`config.mk`:
```
export PLATFORM = sky130hd
export DESIGN_NAME = ddr_top
export DESIGN_NICKNAME = d
export VERILOG_FILES = /design/src/hw/ddr_pkg.sv /design/src/hw/ddr_mode_if.sv /design/src/hw/ddr_top.sv /design/src/hw/ddr_rx.sv /design/src/hw/ddr_tx.sv /design/src/hw/ddr_mode.sv /design/src/hw/ddr_regf.sv
export SDC_FILE = /design/constraint.sdc
export NUM_CORES = 1
export LEC_CHECK = 0
export ABC_AREA = 0
export BUFFER_PORTS_ARGS = -buffer_cell sky130_fd_sc_hd__buf_2
export CAP_MARGIN = 20
export CELL_PAD_IN_SITES_DETAIL_PLACEMENT = 1
export CELL_PAD_IN_SITES_GLOBAL_PLACEMENT = 2
export CORE_MARGIN = 4
export CORE_UTILIZATION = 30
export CTS_CLUSTER_SIZE = 8
export DETAILED_ROUTE_END_ITERATION = 10
export PLACE_DENSITY = 0.71
export SKIP_CTS_REPAIR_TIMING = 1
export SYNTH_ARGS = -nofsm -noshare
export SYNTH_HDL_FRONTEND = slang
export SYNTH_SLANG_ARGS = --single-unit
```
`constraint.sdc`:
```
create_clock -name i_sys_clk -period 2.9 [get_ports i_sys_clk]
set_input_delay 0.87 -clock i_sys_clk [delete_from_list [all_inputs] [get_ports i_sys_clk]]
set_output_delay 0.87 -clock i_sys_clk [all_outputs]
set_load 0.02 [all_outputs]
```
`src/hw/ddr_pkg.sv`:
```
`default_nettype none

package ddr_pkg;

  localparam int DDR_BIT_CYCLES = 4;      // sys clocks per bit time
  localparam int DDR_DIV_W      = 2;
  localparam int DDR_WORD_BITS  = 20;
  localparam int DDR_CRC_BITS   = 11;
  localparam int DDR_PAY_BITS   = 16;
  localparam int DDR_BCNT_W     = 5;
  localparam int DDR_CMD_W      = 7;
  localparam int DDR_WCNT_W     = 3;
  localparam int DDR_WIDX_W     = 2;
  localparam int DDR_CRC_W      = 5;
  localparam int REGF_DEPTH     = 8;
  localparam int REGF_AW        = 3;

  localparam logic [1:0] DDR_CMD_PRE   = 2'b01;   // command and crc words
  localparam logic [1:0] DDR_DATA_PRE  = 2'b10;
  localparam logic [3:0] DDR_CRC_TOKEN = 4'b1100;

  localparam logic [DDR_CRC_W-1:0] DDR_CRC_INIT = 5'b11111;
  localparam logic [DDR_CRC_W-1:0] DDR_CRC_POLY = 5'b00101;  // x^5 + x^2 + 1

  localparam logic [DDR_DIV_W-1:0]  DDR_DIV_LAST  = DDR_DIV_W'(DDR_BIT_CYCLES - 1);
  localparam logic [DDR_BCNT_W-1:0] DDR_WORD_LAST = DDR_BCNT_W'(DDR_WORD_BITS - 1);
  localparam logic [DDR_BCNT_W-1:0] DDR_CRC_LAST  = DDR_BCNT_W'(DDR_CRC_BITS - 1);
  localparam logic [DDR_BCNT_W-1:0] DDR_PAY_FIRST = 5'd2;    // after preamble
  localparam logic [DDR_BCNT_W-1:0] DDR_PAY_LAST  = 5'd17;   // before parity
  localparam logic [DDR_WCNT_W-1:0] DDR_WCNT_MAX  = 3'd4;

  localparam logic [DDR_PAY_BITS-1:0] DDR_ODD_MASK  = 16'hAAAA;
  localparam logic [DDR_PAY_BITS-1:0] DDR_EVEN_MASK = 16'h5555;

  typedef logic [DDR_PAY_BITS-1:0] word_t;

  typedef enum logic [1:0] {
    TX_CMD  = 2'd0,
    TX_DATA = 2'd1,
    TX_CRC  = 2'd2
  } tx_mode_t;

  typedef enum logic [2:0] {
    ST_IDLE,
    ST_CMD,
    ST_DATA,
    ST_CRC,
    ST_DONE
  } eng_state_t;

  // pa1 over odd bits, pa0 over even bits inverted
  function automatic logic [1:0] ddr_parity(input word_t w);
    ddr_parity = {^(w & DDR_ODD_MASK), ~^(w & DDR_EVEN_MASK)};
  endfunction

endpackage

`default_nettype wire
```
`src/hw/ddr_mode_if.sv`:
```
`default_nettype none

interface ddr_mode_if;

  logic              tx_en;       // held for whole word
  ddr_pkg::tx_mode_t tx_mode;
  ddr_pkg::word_t    tx_word;
  logic              rx_en;       // read data words only
  logic              crc_clr;
  logic              scl_edge;    // one cycle per scl toggle
  logic              mode_done;   // last edge of a word
  ddr_pkg::word_t    rx_word;
  logic              rx_err;

  modport engine (
    output tx_en, tx_mode, tx_word, rx_en, crc_clr,
    input  mode_done, rx_word, rx_err
  );

  modport tx (
    input  tx_en, tx_mode, tx_word, crc_clr,
    output scl_edge, mode_done
  );

  modport rx (
    input  rx_en, scl_edge,
    output rx_word, rx_err
  );

endinterface

`default_nettype wire

```
`src/hw/ddr_top.sv`:
```
`default_nettype none

module ddr_top (
  input  logic                           i_sys_clk,
  input  logic                           i_sys_rst,
  input  logic                           i_engine_en,
  input  logic                           i_rnw,
  input  logic [ddr_pkg::DDR_CMD_W-1:0]  i_cmd,
  input  logic [ddr_pkg::DDR_CMD_W-1:0]  i_addr,
  input  logic [ddr_pkg::DDR_WCNT_W-1:0] i_word_cnt,
  input  logic                           i_regf_wr,
  input  logic [ddr_pkg::REGF_AW-1:0]    i_regf_addr,
  input  ddr_pkg::word_t                 i_regf_wdata,
  input  logic [ddr_pkg::REGF_AW-1:0]    i_regf_rd_addr,
  output ddr_pkg::word_t                 o_regf_rdata,
  input  logic                           i_sda,
  output logic                           o_scl,
  output logic                           o_sda,
  output logic                           o_sda_oe,
  output logic                           o_busy,
  output logic                           o_engine_done,
  output logic                           o_parity_err
);

  logic [ddr_pkg::REGF_AW-1:0] eng_addr;
  ddr_pkg::word_t              eng_rdata;
  ddr_pkg::word_t              eng_wdata;
  logic                        eng_wr;

  ddr_mode_if mode_bus ();

  ddr_regf ddr_regf_inst (
    .i_sys_clk    (i_sys_clk),
    .i_sys_rst    (i_sys_rst),
    .i_host_wr    (i_regf_wr),
    .i_host_addr  (i_regf_addr),
    .i_host_wdata (i_regf_wdata),
    .i_eng_wr     (eng_wr),
    .i_eng_addr   (eng_addr),
    .i_eng_wdata  (eng_wdata),
    .i_rd_addr_a  (eng_addr),
    .o_rd_data_a  (eng_rdata),
    .i_rd_addr_b  (i_regf_rd_addr),
    .o_rd_data_b  (o_regf_rdata)
  );

  ddr_mode ddr_mode_inst (
    .i_sys_clk     (i_sys_clk),
    .i_sys_rst     (i_sys_rst),
    .i_engine_en   (i_engine_en),
    .i_rnw         (i_rnw),
    .i_cmd         (i_cmd),
    .i_addr        (i_addr),
    .i_word_cnt    (i_word_cnt),
    .mode_if       (mode_bus.engine),
    .o_regf_addr   (eng_addr),
    .i_regf_rdata  (eng_rdata),
    .o_regf_wr_en  (eng_wr),
    .o_regf_wdata  (eng_wdata),
    .o_sda_oe      (o_sda_oe),
    .o_busy        (o_busy),
    .o_engine_done (o_engine_done),
    .o_parity_err  (o_parity_err)
  );

  ddr_tx ddr_tx_inst (
    .i_sys_clk (i_sys_clk),
    .i_sys_rst (i_sys_rst),
    .mode_if   (mode_bus.tx),
    .o_scl     (o_scl),
    .o_sda     (o_sda)
  );

  ddr_rx ddr_rx_inst (
    .i_sys_clk (i_sys_clk),
    .i_sys_rst (i_sys_rst),
    .i_sda     (i_sda),
    .mode_if   (mode_bus.rx)
  );

endmodule

`default_nettype wire

```
`src/hw/ddr_rx.sv`:
```
`default_nettype none

module ddr_rx (
  input  logic    i_sys_clk,
  input  logic    i_sys_rst,
  input  logic    i_sda,
  ddr_mode_if.rx  mode_if
);

  logic [ddr_pkg::DDR_WORD_BITS-2:0] shift_q;
  logic [ddr_pkg::DDR_BCNT_W-1:0]    bit_cnt_q;
  logic [ddr_pkg::DDR_WORD_BITS-1:0] word;
  logic                              last_edge;
  logic                              pre_bad;
  logic                              par_bad;

  // current bit joins the 19 already shifted in
  assign word      = {shift_q, i_sda};
  assign last_edge = mode_if.scl_edge && (bit_cnt_q == ddr_pkg::DDR_WORD_LAST);

  assign pre_bad = word[ddr_pkg::DDR_WORD_BITS-1 -: 2] != ddr_pkg::DDR_DATA_PRE;
  assign par_bad = word[1:0] != ddr_pkg::ddr_parity(mode_if.rx_word);

  assign mode_if.rx_word = word[ddr_pkg::DDR_WORD_BITS-3:2];
  assign mode_if.rx_err  = last_edge && (pre_bad || par_bad);

  always_ff @(posedge i_sys_clk or negedge i_sys_rst) begin
    if (!i_sys_rst) begin
      bit_cnt_q <= '0;
    end else if (!mode_if.rx_en) begin
      bit_cnt_q <= '0;
    end else if (mode_if.scl_edge) begin
      bit_cnt_q <= last_edge ? '0 : bit_cnt_q + 1'b1;   // words back to back
    end
  end

  always_ff @(posedge i_sys_clk) begin
    if (mode_if.rx_en && mode_if.scl_edge) begin
      shift_q <= word[ddr_pkg::DDR_WORD_BITS-2:0];
    end
  end

endmodule

`default_nettype wire

```
`src/hw/ddr_tx.sv`:
```
`default_nettype none

module ddr_tx (
  input  logic    i_sys_clk,
  input  logic    i_sys_rst,
  ddr_mode_if.tx  mode_if,
  output logic    o_scl,
  output logic    o_sda
);

  logic [ddr_pkg::DDR_DIV_W-1:0]     div_q;
  logic [ddr_pkg::DDR_BCNT_W-1:0]    bit_cnt_q;
  logic [ddr_pkg::DDR_WORD_BITS-1:0] shift_q;
  logic [ddr_pkg::DDR_WORD_BITS-1:0] frame;
  logic [ddr_pkg::DDR_CRC_W-1:0]     crc_q;
  logic                              last_bit;
  logic                              crc_fb;
  logic                              pay_bit;

  assign mode_if.scl_edge  = mode_if.tx_en && (div_q == ddr_pkg::DDR_DIV_LAST);
  assign last_bit          = (mode_if.tx_mode == ddr_pkg::TX_CRC) ?
                             (bit_cnt_q == ddr_pkg::DDR_CRC_LAST) :
                             (bit_cnt_q == ddr_pkg::DDR_WORD_LAST);
  assign mode_if.mode_done = mode_if.scl_edge && last_bit;

  // crc word is left aligned, rest of frame unused
  always_comb begin
    case (mode_if.tx_mode)
      ddr_pkg::TX_CRC: frame = {ddr_pkg::DDR_CMD_PRE, ddr_pkg::DDR_CRC_TOKEN, crc_q,
                                {(ddr_pkg::DDR_WORD_BITS - ddr_pkg::DDR_CRC_BITS){1'b0}}};
      ddr_pkg::TX_DATA: frame = {ddr_pkg::DDR_DATA_PRE, mode_if.tx_word,
                                 ddr_pkg::ddr_parity(mode_if.tx_word)};
      default: frame = {ddr_pkg::DDR_CMD_PRE, mode_if.tx_word,
                        ddr_pkg::ddr_parity(mode_if.tx_word)};
    endcase
  end

  always_ff @(posedge i_sys_clk or negedge i_sys_rst) begin
    if (!i_sys_rst) begin
      div_q     <= '0;
      bit_cnt_q <= '0;
      o_scl     <= 1'b1;
      o_sda     <= 1'b1;
    end else if (!mode_if.tx_en) begin
      div_q     <= '0;
      bit_cnt_q <= '0;
      o_scl     <= 1'b1;                                  // park high between frames
      o_sda     <= 1'b1;
    end else begin
      div_q <= mode_if.scl_edge ? '0 : div_q + 1'b1;
      if (div_q == '0) begin
        o_sda <= (bit_cnt_q == '0) ? frame[ddr_pkg::DDR_WORD_BITS-1] :
                                     shift_q[ddr_pkg::DDR_WORD_BITS-1];
      end
      if (mode_if.scl_edge) begin
        o_scl     <= ~o_scl;
        bit_cnt_q <= last_bit ? '0 : bit_cnt_q + 1'b1;
      end
    end
  end

  always_ff @(posedge i_sys_clk) begin
    if (mode_if.tx_en && div_q == '0) begin
      if (bit_cnt_q == '0) begin
        shift_q <= {frame[ddr_pkg::DDR_WORD_BITS-2:0], 1'b0};   // word start
      end else begin
        shift_q <= {shift_q[ddr_pkg::DDR_WORD_BITS-2:0], 1'b0};
      end
    end
  end

  // msb first over data payload only
  assign pay_bit = (bit_cnt_q >= ddr_pkg::DDR_PAY_FIRST) && (bit_cnt_q <= ddr_pkg::DDR_PAY_LAST);
  assign crc_fb  = crc_q[ddr_pkg::DDR_CRC_W-1] ^ o_sda;

  always_ff @(posedge i_sys_clk or negedge i_sys_rst) begin
    if (!i_sys_rst) begin
      crc_q <= ddr_pkg::DDR_CRC_INIT;
    end else if (mode_if.crc_clr) begin
      crc_q <= ddr_pkg::DDR_CRC_INIT;
    end else if (mode_if.scl_edge && mode_if.tx_mode == ddr_pkg::TX_DATA && pay_bit) begin
      crc_q <= {crc_q[ddr_pkg::DDR_CRC_W-2:0], 1'b0} ^ (crc_fb ? ddr_pkg::DDR_CRC_POLY : '0);
    end
  end

endmodule

`default_nettype wire

```
`src/hw/ddr_mode.sv`:
```
`default_nettype none

module ddr_mode (
  input  logic                           i_sys_clk,
  input  logic                           i_sys_rst,
  input  logic                           i_engine_en,
  input  logic                           i_rnw,
  input  logic [ddr_pkg::DDR_CMD_W-1:0]  i_cmd,
  input  logic [ddr_pkg::DDR_CMD_W-1:0]  i_addr,
  input  logic [ddr_pkg::DDR_WCNT_W-1:0] i_word_cnt,
  ddr_mode_if.engine                     mode_if,
  output logic [ddr_pkg::REGF_AW-1:0]    o_regf_addr,
  input  ddr_pkg::word_t                 i_regf_rdata,
  output logic                           o_regf_wr_en,
  output ddr_pkg::word_t                 o_regf_wdata,
  output logic                           o_sda_oe,
  output logic                           o_busy,
  output logic                           o_engine_done,
  output logic                           o_parity_err
);

  ddr_pkg::eng_state_t                state_q;
  ddr_pkg::eng_state_t                state_d;
  logic                               rnw_q;
  logic [ddr_pkg::DDR_WCNT_W-1:0]     cnt_q;
  logic [ddr_pkg::DDR_WIDX_W-1:0]     word_idx_q;
  logic                               parity_q;
  ddr_pkg::word_t                     cmd_word_q;
  logic                               start;
  logic                               last_word;
  logic                               rd_word;

  assign start     = i_engine_en && !o_busy;
  assign last_word = ({1'b0, word_idx_q} + 3'd1) == cnt_q;
  assign rd_word   = (state_q == ddr_pkg::ST_DATA) && rnw_q;

  always_ff @(posedge i_sys_clk or negedge i_sys_rst) begin
    if (!i_sys_rst) begin
      state_q    <= ddr_pkg::ST_IDLE;
      rnw_q      <= 1'b0;
      cnt_q      <= '0;
      word_idx_q <= '0;
      parity_q   <= 1'b0;
    end else begin
      state_q <= state_d;
      if (start) begin
        rnw_q      <= i_rnw;
        word_idx_q <= '0;
        parity_q   <= 1'b0;
        if (i_word_cnt == '0) begin
          cnt_q <= 3'd1;
        end else if (i_word_cnt > ddr_pkg::DDR_WCNT_MAX) begin
          cnt_q <= ddr_pkg::DDR_WCNT_MAX;                  // clamp to 4 words
        end else begin
          cnt_q <= i_word_cnt;
        end
      end else if (mode_if.mode_done && state_q == ddr_pkg::ST_DATA) begin
        if (!last_word) begin
          word_idx_q <= word_idx_q + 1'b1;
        end
        if (rd_word && mode_if.rx_err) begin
          parity_q <= 1'b1;                                // sticky until next start
        end
      end
    end
  end

  always_ff @(posedge i_sys_clk) begin
    if (start) begin
      cmd_word_q <= {i_rnw, i_cmd, i_addr, 1'b0};
    end
  end

  always_comb begin
    state_d = state_q;
    case (state_q)
      ddr_pkg::ST_IDLE,
      ddr_pkg::ST_DONE: begin
        state_d = start ? ddr_pkg::ST_CMD : ddr_pkg::ST_IDLE;
      end
      ddr_pkg::ST_CMD: begin
        if (mode_if.mode_done) begin
          state_d = ddr_pkg::ST_DATA;
        end
      end
      ddr_pkg::ST_DATA: begin
        if (mode_if.mode_done && last_word) begin
          state_d = rnw_q ? ddr_pkg::ST_DONE : ddr_pkg::ST_CRC;  // no crc on reads
        end
      end
      ddr_pkg::ST_CRC: begin
        if (mode_if.mode_done) begin
          state_d = ddr_pkg::ST_DONE;
        end
      end
      default: begin
        state_d = ddr_pkg::ST_IDLE;
      end
    endcase
  end

  always_comb begin
    case (state_q)
      ddr_pkg::ST_DATA: mode_if.tx_mode = ddr_pkg::TX_DATA;
      ddr_pkg::ST_CRC:  mode_if.tx_mode = ddr_pkg::TX_CRC;
      default:          mode_if.tx_mode = ddr_pkg::TX_CMD;
    endcase
  end

  assign o_busy          = (state_q == ddr_pkg::ST_CMD) || (state_q == ddr_pkg::ST_DATA) ||
                           (state_q == ddr_pkg::ST_CRC);
  assign mode_if.tx_en   = o_busy;                         // scl runs for reads too
  assign mode_if.rx_en   = rd_word;
  assign mode_if.crc_clr = (state_q == ddr_pkg::ST_CMD);
  assign mode_if.tx_word = (state_q == ddr_pkg::ST_CMD) ? cmd_word_q : i_regf_rdata;

  assign o_regf_addr   = {1'b0, word_idx_q};
  assign o_regf_wr_en  = rd_word && mode_if.mode_done;
  assign o_regf_wdata  = mode_if.rx_word;
  assign o_sda_oe      = !rd_word;                         // target owns sda
  assign o_engine_done = (state_q == ddr_pkg::ST_DONE);
  assign o_parity_err  = parity_q;

endmodule

`default_nettype wire

```
`src/hw/ddr_regf.sv`:
```
`default_nettype none

module ddr_regf (
  input  logic                        i_sys_clk,
  input  logic                        i_sys_rst,
  input  logic                        i_host_wr,
  input  logic [ddr_pkg::REGF_AW-1:0] i_host_addr,
  input  ddr_pkg::word_t              i_host_wdata,
  input  logic                        i_eng_wr,
  input  logic [ddr_pkg::REGF_AW-1:0] i_eng_addr,
  input  ddr_pkg::word_t              i_eng_wdata,
  input  logic [ddr_pkg::REGF_AW-1:0] i_rd_addr_a,
  output ddr_pkg::word_t              o_rd_data_a,
  input  logic [ddr_pkg::REGF_AW-1:0] i_rd_addr_b,
  output ddr_pkg::word_t              o_rd_data_b
);

  ddr_pkg::word_t regs_q [ddr_pkg::REGF_DEPTH];

  always_ff @(posedge i_sys_clk or negedge i_sys_rst) begin
    if (!i_sys_rst) begin
      for (int i = 0; i < ddr_pkg::REGF_DEPTH; i++) begin
        regs_q[i] <= '0;
      end
    end else if (i_eng_wr) begin
      regs_q[i_eng_addr] <= i_eng_wdata;     // engine has priority
    end else if (i_host_wr) begin
      regs_q[i_host_addr] <= i_host_wdata;
    end
  end

  assign o_rd_data_a = regs_q[i_rd_addr_a];  // engine side
  assign o_rd_data_b = regs_q[i_rd_addr_b];  // host side

endmodule

`default_nettype wire

```
==> flow_summary.ini, run 1 <==
[outcome]
status = finished with violations
violations = negative setup slack

[cells_and_area]
area_growth_pct = 20.6
fin_cells = 1495
final_core_util_pct = 36.7
antenna_cells = 0
seq_area_um2 = 5530
multi_input_area_um2 = 5460
fillers = 3890
drive_above_1_share_pct = 30.5
nets = 1073

[logic_synthesis]
ys.flop_type = dfrtp_1
muxShareOfSynthArea_pct = 21.7
syn_nets = 968
synth_area_leaders = dfrtp_1 34%, edfxtp_1 14%, mux4_2 10%, mux2_2 6.9%, nand2_1 6.0%
synth_compound_area_share_pct = 7.69
synthTopCellsByCount = 178 x nand2_1, 150 x dfrtp_1, 68 x mux2_2
synth_cells = 908
ys_ff_latch = 210
async_reset_ff_share_pct = 74.8
synth_top_family_by_area = multiplexers
synth.cell_area_um2 = 11200
synth_cell_types = 55
yosys.area_share.simple_pct = 10.8
synth_edf_count = 53
ys.warnings.count = 0
synthAdderAreaFrac_pct = 1.68
yosysSeqAreaShare_pct = 49.5
yosysTopAreaCell = dfrtp_1
synth_xor_area_share_pct = 5.80
synth_top_area_share_pct = 33.6
avgSynthCellArea_um2 = 12.3
synth.most_common_cell = nand2_1

[clock_network]
cts_root_buf = clkbuf_16
cts_made_buffers = 30
clockBufferDepth = 3
h-tree-depth = 1
clk_pin_slew_ns = 0.05
clk_latency_ns = 0.54
cts.sinks = 210
cts_tree = yes

[setup_path]
r2r-end = ddr_regf_inst.regs_q[37]
cpMostUsedCell = buf_12
cpPeakStageDelay_ns = 0.52
r2r_start = ddr_mode_inst.state_q[2]
r2r_slack_ns = 0.15
cp_top_family = multiplexers
worst_setup_path_start_kind = primary input
worst-path-buf-inv = 3
worst_ep_required_time_ns = 2.03
worstSetupPathType = in -> out
ff2ff_path_depth = 10
arrival_ns = 2.10
critPathSlowestCell = mux4_2
crit_fanout = 7
crit_start = i_regf_rd_addr[0]
cp-end-kind = primary output
path_cells = buf_12 > buf_12 > mux4_2 > mux2_4 > buf_6

[detailed_routing]
via_per_inst = 5.26
num_vias = 7863
drtIter0Drc = 537
wl_per_cell_um = 22.6
firstDrtPassIters = 5
drtAntennaViolNets = 0
drt-total-wl_mm = 33.8
drc = 0

[die]
die-area_um2 = 40400
pin_count = 67
die_h_um = 201
core-area_um2 = 36700
rows = 70
dieWidth_um = 201
start_util_pct = 30.5

[global_routing]
overflow = 0
grt_pass1_wl_mm = 51.9
grt_pass1_vias = 8199
antenna_found_initial = 0
grt_use_total_pct = 16.3
grt_max_degree = 44

[timing]
slew_violations = 0
finalHoldViolCount = 0
period_share_pct = 102
setup-violations-final = 16
fin_ws_ns = -0.0679
period_minus_slack_ns = 2.97
grt_setup_unrepaired = yes
fmax_mhz = 337
fin_tns_setup_ns = -0.815
slew_headroom_pct = 63.0
tightest_slew_ns = 0.553
clock_skew_ns = 0.0110

[job]
drv_cap = 0

[placement]
post-dp-hpwl_mm = 23.3
numPlacedInstances = 1444
io_buffers = 66
globalplace.congestion = 0.803
pre_cts_slack_ns = -0.344

[hold_path]
hold_class = in -> async

[pwr]
power_uw = 9910
leakage_uw = 0.00571
vdd_ir_drop_max_mv = 0.449
powerDensity_nw_per_um2 = 735
==> flip-flops by register name, indices dropped and copies added (netlist names), 5 cells and up <==
signal and flops:
ddr_rx_inst.shift_q 19, ddr_tx_inst.crc_q 5, ddr_mode_inst.cmd_word_q 15, ddr_regf_inst.regs_q 128, ddr_rx_inst.bit_cnt_q 5, ddr_tx_inst.shift_q 19
ddr_tx_inst.bit_cnt_q 5
==> cells by family (layout without fill, tap and decap cells) <==
logic type	count (synthesis)	in the layout
compound gates	126	126
xor+xnor	74	74
fa+ha+maj	15	15
buf+inv	60	179
flops	210	210
mux	164	164
simple gates	259	259
==> cell type report <==
type	count	share of cell area (%)
repair buffers	120	7.62
flip-flops and latches	210	41.0
well taps	468	4.34
inverters	13	0.362
multi-input cells	638	40.5
clock buffers	46	6.17
==> placed cells by master (no fill, tap or decap), types with 32 or more instances in the layout <==
master / n
a22oi_1: 60
buf_2: 50
buf_4: 38
clkbuf_16: 34
dfrtp_1: 150
edfxtp_1: 53
mux2_2: 54
mux2i_1: 32
mux4_2: 52
nand2_1: 178
xnor2_1: 45
==> per-layer routing <==
layer / part of all wire [%] / wire length (µm) / track usage (%) / vias to the layer above
met4: 1.8 / 610 / 3.12 / 0
met1: 46 / 15700 / 23.5 / 4100
met5: 0 / 0 / 0 / -
met2: 47 / 15800 / 26.3 / 203
met3: 5.1 / 1730 / 2.62 / 52
li1: - / - / - / 3508
==> stage by stage <==
step	instance area, µm²	hold slack (ns)
4_1_cts	13100	0.224
3_5_place_dp	12300	0.451
3_3_place_gp	12300	0.439
2_1_floorplan	11200	0.427
6_report	13500	0.229
5_1_grt	13500	0.239
==> power breakdown <==
part	internal (µW)	switching, µW
Combinational	1250	1260
Sequential	3720	491
Clock	1920	1270
Total	6890	3020
==> worst max-delay path by stage <==
stage                          endpoint  slack (ns)  depth (start not counted)
3_5_place_dp   ddr_regf_inst.regs_q[68]       -0.34                         11
4_1_cts        ddr_regf_inst.regs_q[73]       -0.36                         11
6_report               o_regf_rdata[10]       -0.07                          5
5_1_grt                o_regf_rdata[12]       -0.09                          5
2_1_floorplan  ddr_regf_inst.regs_q[10]       0.009                         13
3_3_place_gp   ddr_regf_inst.regs_q[71]       -0.25                         11
(Power assumes the default switching activity.)
==> run 2, diff against run 1 <==
- CORE_UTILIZATION: 30 -> 38
- PLACE_DENSITY: 0.71 -> 0.85
==> run 2 against run 1 <==
Compared with the run above: the run still ends with negative setup slack left; register-to-register slack got worse by 0.02 ns; maximum frequency fell by 0.33%; wire length fell by 3.3%; count of clock-buffer cells in the layout increased by 4; global-route usage up 3.4 points; via count grew 1.4%; final cell count is 5.8% lower; clock skew increased by 0.0023 ns; final area shrank 1.2%; sequential share of layout area up 0.51 points.
==> flow_summary.ini, run 2 (synthesis gave the netlist of run 1 again) <==
[setup_path]
arrival_ns = 2.11
cp_top_family = multiplexers
worst_ep_required_time_ns = 2.03
cpPeakStageDelay_ns = 0.50
crit_fanout = 7
worst-path-buf-inv = 3
cp-end-kind = primary output
critPathSlowestCell = mux4_2
path_cells = buf_12 > clkbuf_16 > mux4_2 > mux2_4 > buf_6
worst_setup_path_start_kind = primary input
worstSetupPathType = in -> out

[die]
core-area_um2 = 28900
start_util_pct = 38.7
die-area_um2 = 32200
rows = 62
die_h_um = 179
pin_count = 67
dieWidth_um = 179

[timing]
slew_violations = 0
fin_tns_setup_ns = -0.903
period_minus_slack_ns = 2.98
grt_setup_unrepaired = yes
setup-violations-final = 16
tightest_slew_ns = 0.579
period_share_pct = 103
finalHoldViolCount = 0
slew_headroom_pct = 61.4
clock_skew_ns = 0.0133
fin_ws_ns = -0.0776
fmax_mhz = 336

[cells_and_area]
final_common_cell = nand2_1
fin_area_um2 = 13300
largest_register_ffs = 128
fillers = 3040
final_core_util_pct = 46.1
nets = 1066
antenna_cells = 0
layout_common_cells = 178 x nand2_1, 150 x dfrtp_1, 58 x mux2_2, 58 x a22oi_1, 53 x edfxtp_1
fin_cells = 1409
drive_above_1_share_pct = 29.8
area_growth_pct = 19.1
largest-register = ddr_regf_inst.regs_q
largestRegisters = ddr_regf_inst.regs_q x128, ddr_rx_inst.shift_q x19, ddr_tx_inst.shift_q x19

[pwr]
powerDensity_nw_per_um2 = 747
vdd_ir_drop_max_mv = 0.503
leakage_uw = 0.00565

[global_routing]
grt_max_degree = 64
overflow = 0
grt_pass1_wl_mm = 51.1
grt_pass1_vias = 8527
grt_use_total_pct = 19.7
antenna_found_initial = 0

[detailed_routing]
num_vias = 7975
drtAntennaViolNets = 0
drtIter0Drc = 602
drt-total-wl_mm = 32.6
via_per_inst = 5.66
drc = 0
firstDrtPassIters = 5
wl_per_cell_um = 23.2

[placement]
globalplace.congestion = 0.810
post-dp-hpwl_mm = 21.8
place_area_um2 = 12200
numPlacedInstances = 1354
io_buffers = 66

[hold_path]
hold_class = in -> async

[clock_network]
cts.sinks = 210
cts_made_buffers = 30
clk_pin_slew_ns = 0.06
clockBufferDepth = 3
cts_root_buf = clkbuf_16
clk_latency_ns = 0.55
cts_tree = yes
h-tree-depth = 1

[outcome]
status = finished with violations
violations = negative setup slack

[job]
drv_cap = 0
## run 2: cell count changes in the layout (fill, tap and decap cells not counted), moves of 2 or more
cell / before / now
buf_4: 38 / 32
clkbuf_1: 15 / 19
mux2_2: 54 / 58
mux2_4: 24 / 20
and2_1: 5 / 8
and2_4: 3 / 0
buf_12: 9 / 12
a22oi_1: 60 / 58
a22oi_2: 1 / 3
buf_8: 3 / 1
nor2_2: 2 / 4
nor2_4: 3 / 1
## run 2: per-layer routing
| metal | GRT usage [%] | share of wire, % |
|---|---|---|
| met1 | 28.2 | 45 |
| met2 | 31.1 | 47 |
| met3 | 3.27 | 6.1 |
| met4 | 5.58 | 2.2 |
| met5 | 0 | 0 |
## run 2: through the flow
stage,power [µW],worst slack (ns),hold WS (ns)
final,9940,-0.0776,0.227
after global routing,10500,-0.0992,0.237
after CTS,9890,-0.226,0.221
after detailed placement,6600,-0.222,0.455
after global placement,6500,-0.170,0.442
after floorplan,5760,0.00925,0.427
## run 2: path summary, 6_finish.rpt
| path | from | endpoint | slack (ns) | cells after the start |
|---|---|---|---|---|
| setup reg to reg | ddr_mode_inst.state_q[2] | ddr_regf_inst.regs_q[92] | 0.13 | 13 |
| hold / removal | i_sys_rst | ddr_tx_inst.bit_cnt_q[2] | 0.23 | 1 |
| max in group asynchronous | i_sys_rst | ddr_regf_inst.regs_q[7] | 1.99 | 2 |
| setup / recovery | i_regf_rd_addr[0] | o_regf_rdata[4] | -0.08 | 5 |
| hold reg to reg | ddr_rx_inst.shift_q[17] | ddr_rx_inst.shift_q[18] | 0.46 | 0 |
| min in group i_sys_clk | ddr_rx_inst.shift_q[17] | ddr_rx_inst.shift_q[18] | 0.46 | 0 |
## run 2: power breakdown
part           internal [µW]  leakage, µW  total [µW]  switching (µW)
clock                   1950     0.000405        3240            1290
combinational           1220      0.00282        2480            1260
sequential              3720      0.00242        4220             498
total                   6890      0.00565        9940            3050
## run 2: worst reg2reg max path, delay by kind of cell, from the launching register on
family / cells / cell delay [ns]
adders and majority gates: 1 / 0.21
buffers and inverters: 5 / 0.71
DFF: 1 / 0.40
AOI/OAI and AO/OA: 2 / 0.60
and+or+nand+nor: 5 / 0.71
## run 2: cell type report
| class | instances | area [µm²] | area share (%) |
|---|---|---|---|
| flip-flops and latches | 210 | 5530 | 41.5 |
| clock inverters | 1 | 7.51 | 0.0564 |
| clock buffers | 50 | 847 | 6.36 |
| repair buffers | 113 | 976 | 7.33 |
| multi-input cells | 638 | 5420 | 40.7 |
| inverters | 13 | 48.8 | 0.367 |
| well taps | 384 | 480 | 3.61 |
